$ cat src/stream_source_macros.svh
/*
  Widths and sizes of the read streamer.
  The memory port is fixed at 64 bits of read data and 32-bit beats.
  SRC_OFS_DEPTH must cover every request in flight. With one cycle of
  read latency two entries are enough, and the rest is margin.
  SRC_OFS_PTR_W must equal clog2 of SRC_OFS_DEPTH.
*/
`ifndef STREAM_SOURCE_MACROS_SVH
`define STREAM_SOURCE_MACROS_SVH

`define SRC_ADDR_W 32 // byte address
`define SRC_BEAT_W 32 // output beat
`define SRC_MEM_W 64 // addressed word plus the next one
`define SRC_CNT_W 16 // beat count, stride and counters

`define SRC_OFS_DEPTH 4 // offsets in flight
`define SRC_OFS_PTR_W 2 // clog2 of the depth

`endif

$ cat src/stream_source_pkg.sv
/*
  Types shared by the read streamer and its testbench.
  Stride and beat count are unsigned, so addresses only move upward.
  The read word is little endian: byte 0 is the addressed byte.
*/
`include "stream_source_macros.svh"

package stream_source_pkg;

  typedef struct packed {
    logic [`SRC_ADDR_W-1:0] base_addr; // first byte address
    logic [`SRC_CNT_W-1:0]  stride; // bytes between beats
    logic [`SRC_CNT_W-1:0]  tot_len; // beats per run
  } src_ctrl_t;

  typedef struct packed {
    logic ready_start;
    logic done;
  } src_flags_t;

  typedef struct packed {
    logic                   req;
    logic [`SRC_ADDR_W-1:0] addr; // low two bits always zero
  } src_mem_req_t;

  typedef struct packed {
    logic                  gnt;
    logic                  r_valid;
    logic [`SRC_MEM_W-1:0] r_data;
  } src_mem_rsp_t;

  // same read word, whole or byte by byte
  typedef union packed {
    logic [`SRC_MEM_W-1:0]           word;
    logic [`SRC_MEM_W/8-1:0][7:0]    bytes;
  } src_rdata_u;

  typedef struct packed {
    logic                   valid;
    logic [`SRC_BEAT_W-1:0] data;
  } src_beat_t;

  typedef enum logic [1:0] {
    IDLE,
    WORKING,
    DRAIN
  } src_state_e;

endpackage

$ cat src/src_addr_gen.sv
/*
  One byte address per beat, base plus stride times index.
  Base, stride and count are sampled on start; ctrl may change afterwards.
  A count of zero produces no address and no last pulse.
  The address wraps silently at 2^32.
*/
`timescale 1ns/1ps
`include "stream_source_macros.svh"

module src_addr_gen (
  input  logic                          clk_i,
  input  logic                          rst_ni,
  input  logic                          clear_i,
  input  logic                          enable_i,
  input  logic                          start_i,
  input  stream_source_pkg::src_ctrl_t  ctrl_i,
  input  logic                          addr_ready_i,
  output logic [`SRC_ADDR_W-1:0]        addr_o,
  output logic                          addr_valid_o,
  output logic                          last_o
);

  logic [`SRC_ADDR_W-1:0] addr_q;
  logic [`SRC_CNT_W-1:0]  stride_q;
  logic [`SRC_CNT_W-1:0]  rem_q; // addresses still to hand out
  logic                   take;

  assign addr_valid_o = (rem_q != '0);
  assign take         = addr_valid_o & addr_ready_i; // ready already carries enable
  assign addr_o       = addr_q;
  assign last_o       = take & (rem_q == `SRC_CNT_W'(1));

  always_ff @(posedge clk_i or negedge rst_ni) begin
    if (!rst_ni) begin
      rem_q <= '0;
    end else if (clear_i) begin
      rem_q <= '0;
    end else if (enable_i) begin
      if (start_i) begin
        rem_q <= ctrl_i.tot_len;
      end else if (take) begin
        rem_q <= rem_q - 1'b1;
      end
    end
  end

  // payload, only meaningful while rem_q is nonzero
  always_ff @(posedge clk_i) begin
    if (enable_i && !clear_i) begin
      if (start_i) begin
        addr_q   <= ctrl_i.base_addr;
        stride_q <= ctrl_i.stride;
      end else if (take) begin
        addr_q <= addr_q + {{(`SRC_ADDR_W - `SRC_CNT_W){1'b0}}, stride_q};
      end
    end
  end

  // an offered address is withdrawn only by a take or an abort
  a_valid_held: assert property (@(posedge clk_i) disable iff (!rst_ni)
    $fell(addr_valid_o) |-> $past(addr_ready_i || clear_i));

endmodule

$ cat src/src_mem_issue.sv
/*
  Issues word-aligned reads and tracks the byte offset of each one.
  A request is raised only while the output is ready, so at most one
  returned word ever has to wait in the output hold register.
  The offset queue assumes read data exactly one cycle after the grant;
  longer latency needs a deeper queue.
*/
`timescale 1ns/1ps
`include "stream_source_macros.svh"

module src_mem_issue (
  input  logic                            clk_i,
  input  logic                            rst_ni,
  input  logic                            clear_i,
  input  logic                            enable_i,
  input  logic                            active_i,
  input  logic [`SRC_ADDR_W-1:0]          addr_i,
  input  logic                            addr_valid_i,
  output logic                            addr_ready_o,
  input  logic                            beat_ready_i,
  output stream_source_pkg::src_mem_req_t mem_req_o,
  input  logic                            mem_gnt_i,
  output logic [1:0]                      ofs_o,
  output logic                            ofs_valid_o,
  input  logic                            pop_i
);

  logic [1:0]                ofs_mem [`SRC_OFS_DEPTH];
  logic [`SRC_OFS_PTR_W-1:0] wr_ptr_q;
  logic [`SRC_OFS_PTR_W-1:0] rd_ptr_q;
  logic [`SRC_OFS_PTR_W:0]   ofs_cnt_q;
  logic                      req;
  logic                      push;

  function automatic logic [`SRC_OFS_PTR_W-1:0] ptr_inc(
    input logic [`SRC_OFS_PTR_W-1:0] ptr
  );
    return (ptr == `SRC_OFS_PTR_W'(`SRC_OFS_DEPTH - 1)) ? '0 : ptr + 1'b1;
  endfunction

  // no new read in the abort cycle, so nothing returns after it
  assign req  = enable_i & ~clear_i & active_i & addr_valid_i & beat_ready_i;
  assign push = req & mem_gnt_i;

  assign mem_req_o.req  = req;
  assign mem_req_o.addr = {addr_i[`SRC_ADDR_W-1:2], 2'b00};
  assign addr_ready_o   = push;

  assign ofs_o       = ofs_mem[rd_ptr_q];
  assign ofs_valid_o = (ofs_cnt_q != '0);

  always_ff @(posedge clk_i) begin
    if (push) begin
      ofs_mem[wr_ptr_q] <= addr_i[1:0];
    end
  end

  always_ff @(posedge clk_i or negedge rst_ni) begin
    if (!rst_ni) begin
      wr_ptr_q  <= '0;
      rd_ptr_q  <= '0;
      ofs_cnt_q <= '0;
    end else if (clear_i) begin
      wr_ptr_q  <= '0;
      rd_ptr_q  <= '0;
      ofs_cnt_q <= '0;
    end else if (enable_i) begin
      if (push) begin
        wr_ptr_q <= ptr_inc(wr_ptr_q);
      end
      if (pop_i) begin
        rd_ptr_q <= ptr_inc(rd_ptr_q);
      end
      case ({push, pop_i})
        2'b10:   ofs_cnt_q <= ofs_cnt_q + 1'b1;
        2'b01:   ofs_cnt_q <= ofs_cnt_q - 1'b1;
        default: ofs_cnt_q <= ofs_cnt_q;
      endcase
    end
  end

  a_ofs_no_overflow: assert property (@(posedge clk_i) disable iff (!rst_ni)
    (push && !pop_i) |-> (ofs_cnt_q < `SRC_OFS_DEPTH));

  // the output side must never consume an offset that was not issued
  a_ofs_no_underflow: assert property (@(posedge clk_i) disable iff (!rst_ni)
    pop_i |-> ofs_valid_o);

endmodule

$ cat src/src_realign_out.sv
/*
  Realigns each returned word to the byte offset of its address and
  drives the output beat. Returned data passes straight through; if the
  sink is not ready it waits in a single hold register.
  enable_i must stay high while a read is in flight, or the word is lost.
*/
`timescale 1ns/1ps
`include "stream_source_macros.svh"

module src_realign_out (
  input  logic                            clk_i,
  input  logic                            rst_ni,
  input  logic                            clear_i,
  input  logic                            enable_i,
  input  stream_source_pkg::src_mem_rsp_t mem_rsp_i,
  input  logic [1:0]                      ofs_i,
  input  logic                            ofs_valid_i,
  output logic                            pop_o,
  input  logic                            beat_ready_i,
  output stream_source_pkg::src_beat_t    beat_o,
  input  logic [`SRC_CNT_W-1:0]           tot_len_i,
  input  logic                            cnt_clr_i,
  output logic                            all_sent_o
);

  stream_source_pkg::src_rdata_u sel_u;
  logic [`SRC_MEM_W-1:0]         hold_data_q;
  logic                          hold_valid_q;
  logic [`SRC_CNT_W-1:0]         cnt_q; // beats transferred in this run
  logic                          xfer;

  assign sel_u.word = mem_rsp_i.r_valid ? mem_rsp_i.r_data : hold_data_q;

  // bytes ofs .. ofs+3 of the selected word
  always_comb begin
    beat_o.data = '0;
    for (int i = 0; i < `SRC_BEAT_W / 8; i++) begin
      beat_o.data[8*i +: 8] = sel_u.bytes[3'(ofs_i) + 3'(i)];
    end
  end

  assign beat_o.valid = enable_i & ~clear_i & (mem_rsp_i.r_valid | hold_valid_q);
  assign xfer         = beat_o.valid & beat_ready_i;
  assign pop_o        = xfer; // offset leaves with its beat
  assign all_sent_o   = (cnt_q == tot_len_i);

  always_ff @(posedge clk_i or negedge rst_ni) begin
    if (!rst_ni) begin
      hold_valid_q <= 1'b0;
    end else if (clear_i) begin
      hold_valid_q <= 1'b0;
    end else if (enable_i) begin
      if (mem_rsp_i.r_valid && !beat_ready_i) begin
        hold_valid_q <= 1'b1;
      end else if (xfer) begin
        hold_valid_q <= 1'b0;
      end
    end
  end

  always_ff @(posedge clk_i) begin
    if (enable_i && mem_rsp_i.r_valid && !beat_ready_i) begin
      hold_data_q <= mem_rsp_i.r_data;
    end
  end

  always_ff @(posedge clk_i or negedge rst_ni) begin
    if (!rst_ni) begin
      cnt_q <= '0;
    end else if (clear_i || cnt_clr_i) begin
      cnt_q <= '0;
    end else if (xfer) begin
      cnt_q <= cnt_q + 1'b1;
    end
  end

  // every returning word needs the offset of its request
  a_rsp_has_ofs: assert property (@(posedge clk_i) disable iff (!rst_ni)
    mem_rsp_i.r_valid |-> ofs_valid_i);

endmodule

$ cat src/stream_source_top.sv
/*
  Read streamer for a single-cycle memory port.
  ctrl_i.tot_len must stay stable from start until done.
  start_i is ignored unless ready_start is high.
  clear_i aborts at once; a word returning in that cycle is dropped.
  enable_i low freezes every register.
*/
`timescale 1ns/1ps
`include "stream_source_macros.svh"

module stream_source_top (
  input  logic                            clk_i,
  input  logic                            rst_ni,
  input  logic                            clear_i,
  input  logic                            enable_i,
  input  stream_source_pkg::src_ctrl_t    ctrl_i,
  input  logic                            start_i,
  output stream_source_pkg::src_mem_req_t mem_req_o,
  input  stream_source_pkg::src_mem_rsp_t mem_rsp_i,
  output stream_source_pkg::src_beat_t    beat_o,
  input  logic                            beat_ready_i,
  output stream_source_pkg::src_flags_t   flags_o
);

  stream_source_pkg::src_state_e state_q, state_d;
  logic [`SRC_ADDR_W-1:0]        addr;
  logic                          addr_valid, addr_ready, addr_last;
  logic [1:0]                    ofs;
  logic                          ofs_valid, ofs_pop;
  logic                          gen_start, cnt_clr, all_sent;

  always_ff @(posedge clk_i or negedge rst_ni) begin
    if (!rst_ni) begin
      state_q <= stream_source_pkg::IDLE;
    end else if (clear_i) begin
      state_q <= stream_source_pkg::IDLE;
    end else if (enable_i) begin
      state_q <= state_d;
    end
  end

  always_comb begin
    state_d             = state_q;
    gen_start           = 1'b0;
    cnt_clr             = 1'b0;
    flags_o.ready_start = 1'b0;
    flags_o.done        = 1'b0;
    case (state_q)
      stream_source_pkg::IDLE: begin
        flags_o.ready_start = 1'b1;
        if (start_i) begin
          state_d   = stream_source_pkg::WORKING;
          gen_start = enable_i;
        end
      end
      stream_source_pkg::WORKING: begin
        if (addr_last) state_d = stream_source_pkg::DRAIN;
      end
      stream_source_pkg::DRAIN: begin
        if (all_sent) begin // last beat went out a cycle ago
          state_d      = stream_source_pkg::IDLE;
          flags_o.done = enable_i;
          cnt_clr      = enable_i;
        end
      end
      default: state_d = stream_source_pkg::IDLE;
    endcase
  end

  src_addr_gen i_addr_gen (
    .clk_i, .rst_ni, .clear_i, .enable_i,
    .start_i      ( gen_start  ),
    .ctrl_i,
    .addr_ready_i ( addr_ready ),
    .addr_o       ( addr       ),
    .addr_valid_o ( addr_valid ),
    .last_o       ( addr_last  )
  );

  src_mem_issue i_mem_issue (
    .clk_i, .rst_ni, .clear_i, .enable_i,
    .active_i     ( state_q != stream_source_pkg::IDLE ),
    .addr_i       ( addr          ),
    .addr_valid_i ( addr_valid    ),
    .addr_ready_o ( addr_ready    ),
    .beat_ready_i,
    .mem_req_o,
    .mem_gnt_i    ( mem_rsp_i.gnt ),
    .ofs_o        ( ofs           ),
    .ofs_valid_o  ( ofs_valid     ),
    .pop_i        ( ofs_pop       )
  );

  src_realign_out i_realign_out (
    .clk_i, .rst_ni, .clear_i, .enable_i,
    .mem_rsp_i,
    .ofs_i        ( ofs            ),
    .ofs_valid_i  ( ofs_valid      ),
    .pop_o        ( ofs_pop        ),
    .beat_ready_i,
    .beat_o,
    .tot_len_i    ( ctrl_i.tot_len ),
    .cnt_clr_i    ( cnt_clr        ),
    .all_sent_o   ( all_sent       )
  );

endmodule

$ cat config.mk
export PLATFORM = sky130hd
export DESIGN_NAME = stream_source_top
export DESIGN_NICKNAME = d
export VERILOG_FILES = /design/src/stream_source_pkg.sv /design/src/src_addr_gen.sv /design/src/src_mem_issue.sv /design/src/src_realign_out.sv /design/src/stream_source_top.sv
export VERILOG_INCLUDE_DIRS = /design/src
export SDC_FILE = /design/constraint.sdc
export NUM_CORES = 1
export LEC_CHECK = 0
export ABC_AREA = 0
export BUFFER_PORTS_ARGS = -buffer_cell sky130_fd_sc_hd__buf_2
export CORE_MARGIN = 10
export CORE_UTILIZATION = 51
export DETAILED_ROUTE_END_ITERATION = 8
export PLACE_DENSITY_LB_ADDON = 0.1
export SYNTH_ARGS = -nofsm -noshare
export SYNTH_HDL_FRONTEND = slang
export SYNTH_SLANG_ARGS = --single-unit
$ cat constraint.sdc
create_clock -name clk_i -period 3 [get_ports clk_i]
set_input_delay 0.45 -clock clk_i [delete_from_list [all_inputs] [get_ports clk_i]]
set_output_delay 0.45 -clock clk_i [all_outputs]
set_load 0.005 [all_outputs]
; Word-level counts from Yosys, hierarchy flattened
; Memories as Yosys holds them, arrays and structs flattened.
; Index checks and enable logic that the tools add are counted.
[op_classes]
n_eq_ne = 9
addsub = 8
bitwise = 11
magnitude_cmp = 4
reduce_logical = 24
n_mux = 42
[ops]
columns = op, n
row1 = 16-bit 2-to-1 mux, 6
row2 = 8-bit binary-select mux with 3-bit select, 3
row3 = 32-bit 2-to-1 mux, 2
row4 = 64-bit 2-to-1 mux, 1
row5 = 32-bit by 16-bit adder with 32-bit output, 1
row6 = 8-bit 2-to-1 mux, 4
row7 = 2-bit 2-to-1 mux, 13
row8 = "16-bit by 1-bit adder with 16-bit output, second input constant", 1
row9 = 8-bit binary-select mux with 2-bit select, 1
row10 = "16-bit by 1-bit equality test with 1-bit output, second input constant", 1
row11 = 16-bit equality test, 1
row12 = 16-bit nonzero test, 1
row13 = "16-bit by 1-bit subtractor with 16-bit output, second input constant", 1
row14 = "3-bit by 4-bit < comparator with 1-bit output, second input constant", 3
row15 = 2-bit AND reduction, 6
row16 = 2-bit nonzero test, 6
row17 = 1-bit 2-to-1 mux, 11
row18 = 1-bit AND, 9
row19 = "3-bit inequality test, second input constant", 3
row20 = "2-bit by 2-bit adder with 3-bit output, second input constant", 2
row21 = "2-bit equality test, second input constant", 3
row22 = 2-bit case mux with 3 select lines, 1
row23 = 3-bit nonzero test, 2
row24 = "2-bit by 1-bit adder with 2-bit output, second input constant", 2
row25 = other kinds (10), 14
[totals]
elab_cells = 108
ram_bits = 8
n_memories = 1
reg_bits = 151
inputBits = 136
[memory_table]
columns = name, words, word_bits, rd, rd_ports_with_merged_regs, write_ports, line_no
row1 = i_mem_issue.ofs_mem, 4, 2, 1, 0, 1, src_mem_issue.sv:28  ; logic [1:0] ofs_mem [`SRC_OFS_DEPTH];

; Depth between registers and ports, before layout
[depth]
word_depth = 12
mapped_depth = 9
depth_no_buf = 8

; Modules after synthesis
; From an unflattened synthesis, not the netlist that was laid out.
[hier_totals]
cells_unflattened = 874
area_unflattened_um2 = 10024.6
[by_module_without_submodules]
columns = module, area_each_um2, seq_area_each_um2, cells_per_inst, n_inst
row1 = src_realign_out, 4906.0, 2347.3, 369, 1
row2 = src_addr_gen, 3947.5, 1841.8, 395, 1
row3 = src_mem_issue, 1029.7, 415.4, 95, 1
row4 = stream_source_top, 141.4, 50.0, 15, 1

; Least setup slack after synthesis
; No wires, ideal clock.
[synth_timing]
path_type = in2reg
start = input port mem_rsp_i[64] (netlist bit)
end = register i_realign_out.hold_data_q[0] (enable)
path_slack_ns = -1.437
setup_ns = 0.486
path_stages = 5
t_arrival_ns = 3.951
path_buffers = 3
path_cell_list = clkbuf_1 buf_2 buf_2 nand2_1 nor2_1
[synth_between]
elab_chain_cells = 2
[synth_rtl]
columns = element, line_no
row1 = "start, declared", stream_source_top.sv:19  ; input stream_source_pkg::src_mem_rsp_t mem_rsp_i,
row2 = 1-bit logical AND (2 in a row), src_realign_out.sv:62  ; if (enable_i && mem_rsp_i.r_valid && !beat_ready_i) begin
row3 = "end signal, assigned", src_realign_out.sv:63  ; hold_data_q <= mem_rsp_i.r_data;
row4 = "end, declared", src_realign_out.sv:27  ; logic [`SRC_MEM_W-1:0] hold_data_q;
; No other way between the ends.
; A chain may end at the register's enable or synchronous reset.

==> run_results.csv <==
group,metric,value,unit
place,placed_cells,1295,
power,leakagePower,4.82,nW
place,buffer_ports.inserted,201,
detailed_routing,drt_first_iter_violations,528,
detailed_routing,firstDrtPassIters,5,
clock_tree,cts-buffers-inserted,17,
synth,ys_seq_elements,159,
cells_and_area,layout-drive-gt1-share,0.321,
die,total_number_of_placement_rows,51,
power,ir_drop,365,µV
power,power_frac_clock,0.372,
detailed_routing,vias_per_cell,5.69,
power,seqPwrFrac,0.453,
power,pwr-share-comb,0.175,
worst_setup_path,reg2regPathDepth,8,
detailed_routing,drc,0,
worst_setup_path,worst_ep_required_time,2.55,ns
worst_setup_path,worst-path-max-fanout,25,
detailed_routing,ant_nets,0,
detailed_routing,routed_wirelength,26.1,mm
worst_setup_path,critPathCaptureType,"output port",
run_status,run_status,"completed",
grt,grt_first_pass_wirelength,41.4,mm
sta,timing_max_transition_violations_final,0,
sta,maxSlewHeadroom,0.377,
sta,layout_worst_path_cycle_share,0.961,
clock_tree,cts_buffer_depth,2,
worst_hold_path,hold_path.class,"in2async",
die,die-height,160,µm
detailed_routing,route.detailed.wl_per_inst,19.7,µm
cells_and_area,area_growth_syn_to_layout,17.8,%
clock_tree,cts.htree.levels,4,
worst_setup_path,worst_path_most_repeated_cell,"mux4_2",
sta,timing.final.crit_period,2.88,ns
cells_and_area,non_filler_instance_count_after_layout,1329,
synth,synth-warning-count,0,
clock_tree,cts_sinks,159,
synth,synth-async-reset-ratio,0.245,
place,dp_hpwl,19.8,mm
clock_tree,clock-root-buffer,"clkbuf_16",
grt,grt_remaining_overflow,0,
worst_setup_path,worstSetupPathType,"reg2out",
cells_and_area,final_util,0.607,
run,max-cap-violations,0,
sta,timing.clock.skew,0.0137,ns
sta,max_freq,347,MHz
clock_tree,clock_tree_from_tritoncts,"yes",
cells_and_area,register_area,0.00458,mm²
place,globalplace.congestion,0.885,
power,sw_frac_of_total,0.261,
cells_and_area,multi_input_area,0.00494,mm²
worst_setup_path,cp-start-kind,"flip-flop",
cells_and_area,finalNetCount,1214,
die,top_level_ports,204,
grt,grt_util_all_layers,0.200,
die,design.core.area,0.0193,mm²
synth,postSynth.topFlopCell,"edfxtp_1",
synth,synth_sequential_area_ratio,0.460,
grt,grt_antenna_before_repair,0,
power,power_per_cell_area,477,mW/mm²
die,die-area,0.0255,mm²
die,starting_density_of_the_core,0.515,
worst_setup_path,critical_path.max_stage_delay,0.58,ns
cells_and_area,nFillCells,1613,
synth,synth-edff-count,120,
synth,netlist_area_pre_place,0.00996,mm²
sta,rsz0062_at_grt,"false",
grt,first_global_vias,7533,
synth,post_synth_inst_count,886,
power,p_int,4.13,mW
worst_setup_path,crit_path_slowest_cell,"mux4_2",
detailed_routing,vias,7557,
sta,finalSetupViolCount,0,
die,die_width,160,µm
clock_tree,clkLatencyLatePin,0.43,ns
worst_setup_path,worstPathCellList,"mux4_2, buf_6, mux4_2, a22oi_1, nand2_1, buf_2",
grt,grt_start_max_net_pins,65,
sta,totalNegativeSetupSlack,0,ns
sta,worstMarginPinSlew,0.934,ns
sta,timing_hold_violations_final,0,
power,netSwitchingPower,1.46,mW
synth,yosys.cell_types.count,71,
worst_setup_path,critPathArrivalTime,2.43,ns
synth,post_synth.cell_area_avg,11.2,µm²
clock_tree,clk_pin_slew,0.07,ns
[cells by family after synthesis]
logic type,after synthesis,synth area share
xor gates and xnor gates,55,0.0484
muxes,64,0.137
AOI/OAI and AO/OA,160,0.117
other,1,0.000376
DFF,159,0.460
buffers and inverters,101,0.0539
and+or+nand+nor,318,0.147
adders and majority gates,28,0.0359
[timing repair]
item | 4_1_cts | 5_1_grt
setup endpoints to repair | 16 | 16
hold buffers | 0 | 0
buffers inserted | 0 | 1
gates resized for setup | 16 | 9
[power by group through the flow]
stage / Combinational [mW] / Sequential (mW) / Clock [mW]
floorplan: 0.611 / 2.56 / 0
global placement: 0.946 / 2.58 / 0
detailed placement: 0.952 / 2.58 / 0
CTS: 0.967 / 2.54 / 2.13
global route: 1.07 / 2.55 / 2.23
finish: 0.977 / 2.54 / 2.08
[cells in the mapped netlist, drive strengths merged, types with 2 or more instances]
cell	n	area (µm²)
nand2	131	492
edfxtp	120	3600
nor2	77	289
mux4	58	1310
buf	51	348
a21oi	41	228
dfrtp	39	976
xor2	37	324
a22oi	35	263
clkbuf	30	114
ha	27	338
nand3	22	110
inv	19	71.3
o21ai	18	90.1
xnor2	18	158
nor3	17	90.1
and2	14	87.6
and3	12	75.1
a211oi	10	75.1
nand4	10	62.6
a31oi	9	71.3
nor4	9	62.6
a21o	8	67.6
mux2i	6	60.1
nor2b	6	37.5
or4	6	48.8
a31o	5	43.8
a2111oi	4	72.6
a221oi	3	32.5
nor3b	3	22.5
o21a	3	22.5
o31ai	3	22.5
or2	3	18.8
or3	3	18.8
a21boi	2	15.0
a311o	2	20.0
a311oi	2	17.5
nand3b	2	27.5
o211a	2	20.0
o21bai	2	15.0
o22ai	2	12.5
[cell usage in the layout, fill, tap and decap left out, types with 18 or more instances in the layout]
cell type,n
a21oi_1,39
mux4_2,58
dfrtp_1,38
ha_1,25
nand2_1,131
clkbuf_16,19
inv_1,19
edfxtp_1,120
nand3_1,21
a22oi_1,35
buf_4,20
xor2_1,37
nor2_1,74
buf_2,200
xnor2_1,18
[metal layers]
metal / vias up / share of wire / track usage
li1: 3623 / - / -
met1: 3625 / 0.43 / 0.263
met2: 291 / 0.48 / 0.322
met3: 18 / 0.075 / 0.0555
met4: 0 / 0.011 / 0.0451
met5: - / 0 / 0
[final cells by class]
cell class / instances / area share
antenna: 1 / 0.000213
clock buffer: 26 / 0.0445
sequential: 159 / 0.390
inverter: 20 / 0.00640
tap: 265 / 0.0283
timing repair buffer: 225 / 0.106
multi-input combinational: 627 / 0.421
clock inverter: 6 / 0.00384
[registers in the layout, indices dropped and copies added (netlist names)]
register and flops:
i_realign_out.hold_valid_q 1, i_mem_issue.ofs_mem 8, i_mem_issue.rd_ptr_q 2, i_addr_gen.stride_q 16, i_realign_out.cnt_q 16, i_mem_issue.wr_ptr_q 2
i_addr_gen.rem_q 16, state_q 2, i_addr_gen.addr_o 32, i_realign_out.hold_data_q 64
[path summary, 6_finish.rpt]
check | from | to | slack [ns]
min reg2reg | i_addr_gen.rem_q[14] | i_addr_gen.rem_q[14] | 0.53
max | i_mem_issue.rd_ptr_q[0] | beat_o[9] | 0.12
max in group asynchronous | rst_ni | i_mem_issue.rd_ptr_q[0] | 2.18
min | rst_ni | i_realign_out.cnt_q[7] | 0.16
min in group clk_i | ctrl_i[24] | i_addr_gen.stride_q[8] | 0.20
max reg2reg | i_addr_gen.addr_o[0] | i_addr_gen.addr_o[10] | 0.25
[stage by stage]
step                hold slack, ns  area, µm²  setup WS, ns  power [mW]
finish                       0.161      11700         0.116        5.60
global route                 0.177      11700        0.0150        5.85
detailed placement           0.507      11100         0.140        3.53
floorplan                    0.154       9970         0.130        3.17
CTS                          0.178      11700       -0.0227        5.63
global placement             0.505      11100         0.177        3.52
[worst max-delay path, delay by kind of cell (launching register included)]
kind	cells	cell delay, ns
DFF	1	0.41
buffers and inverters	2	0.35
and+or+nand+nor	1	0.08
muxes	2	0.94
AOI/OAI and AO/OA	1	0.23
Note: power is estimated with default switching activity, not from simulation.
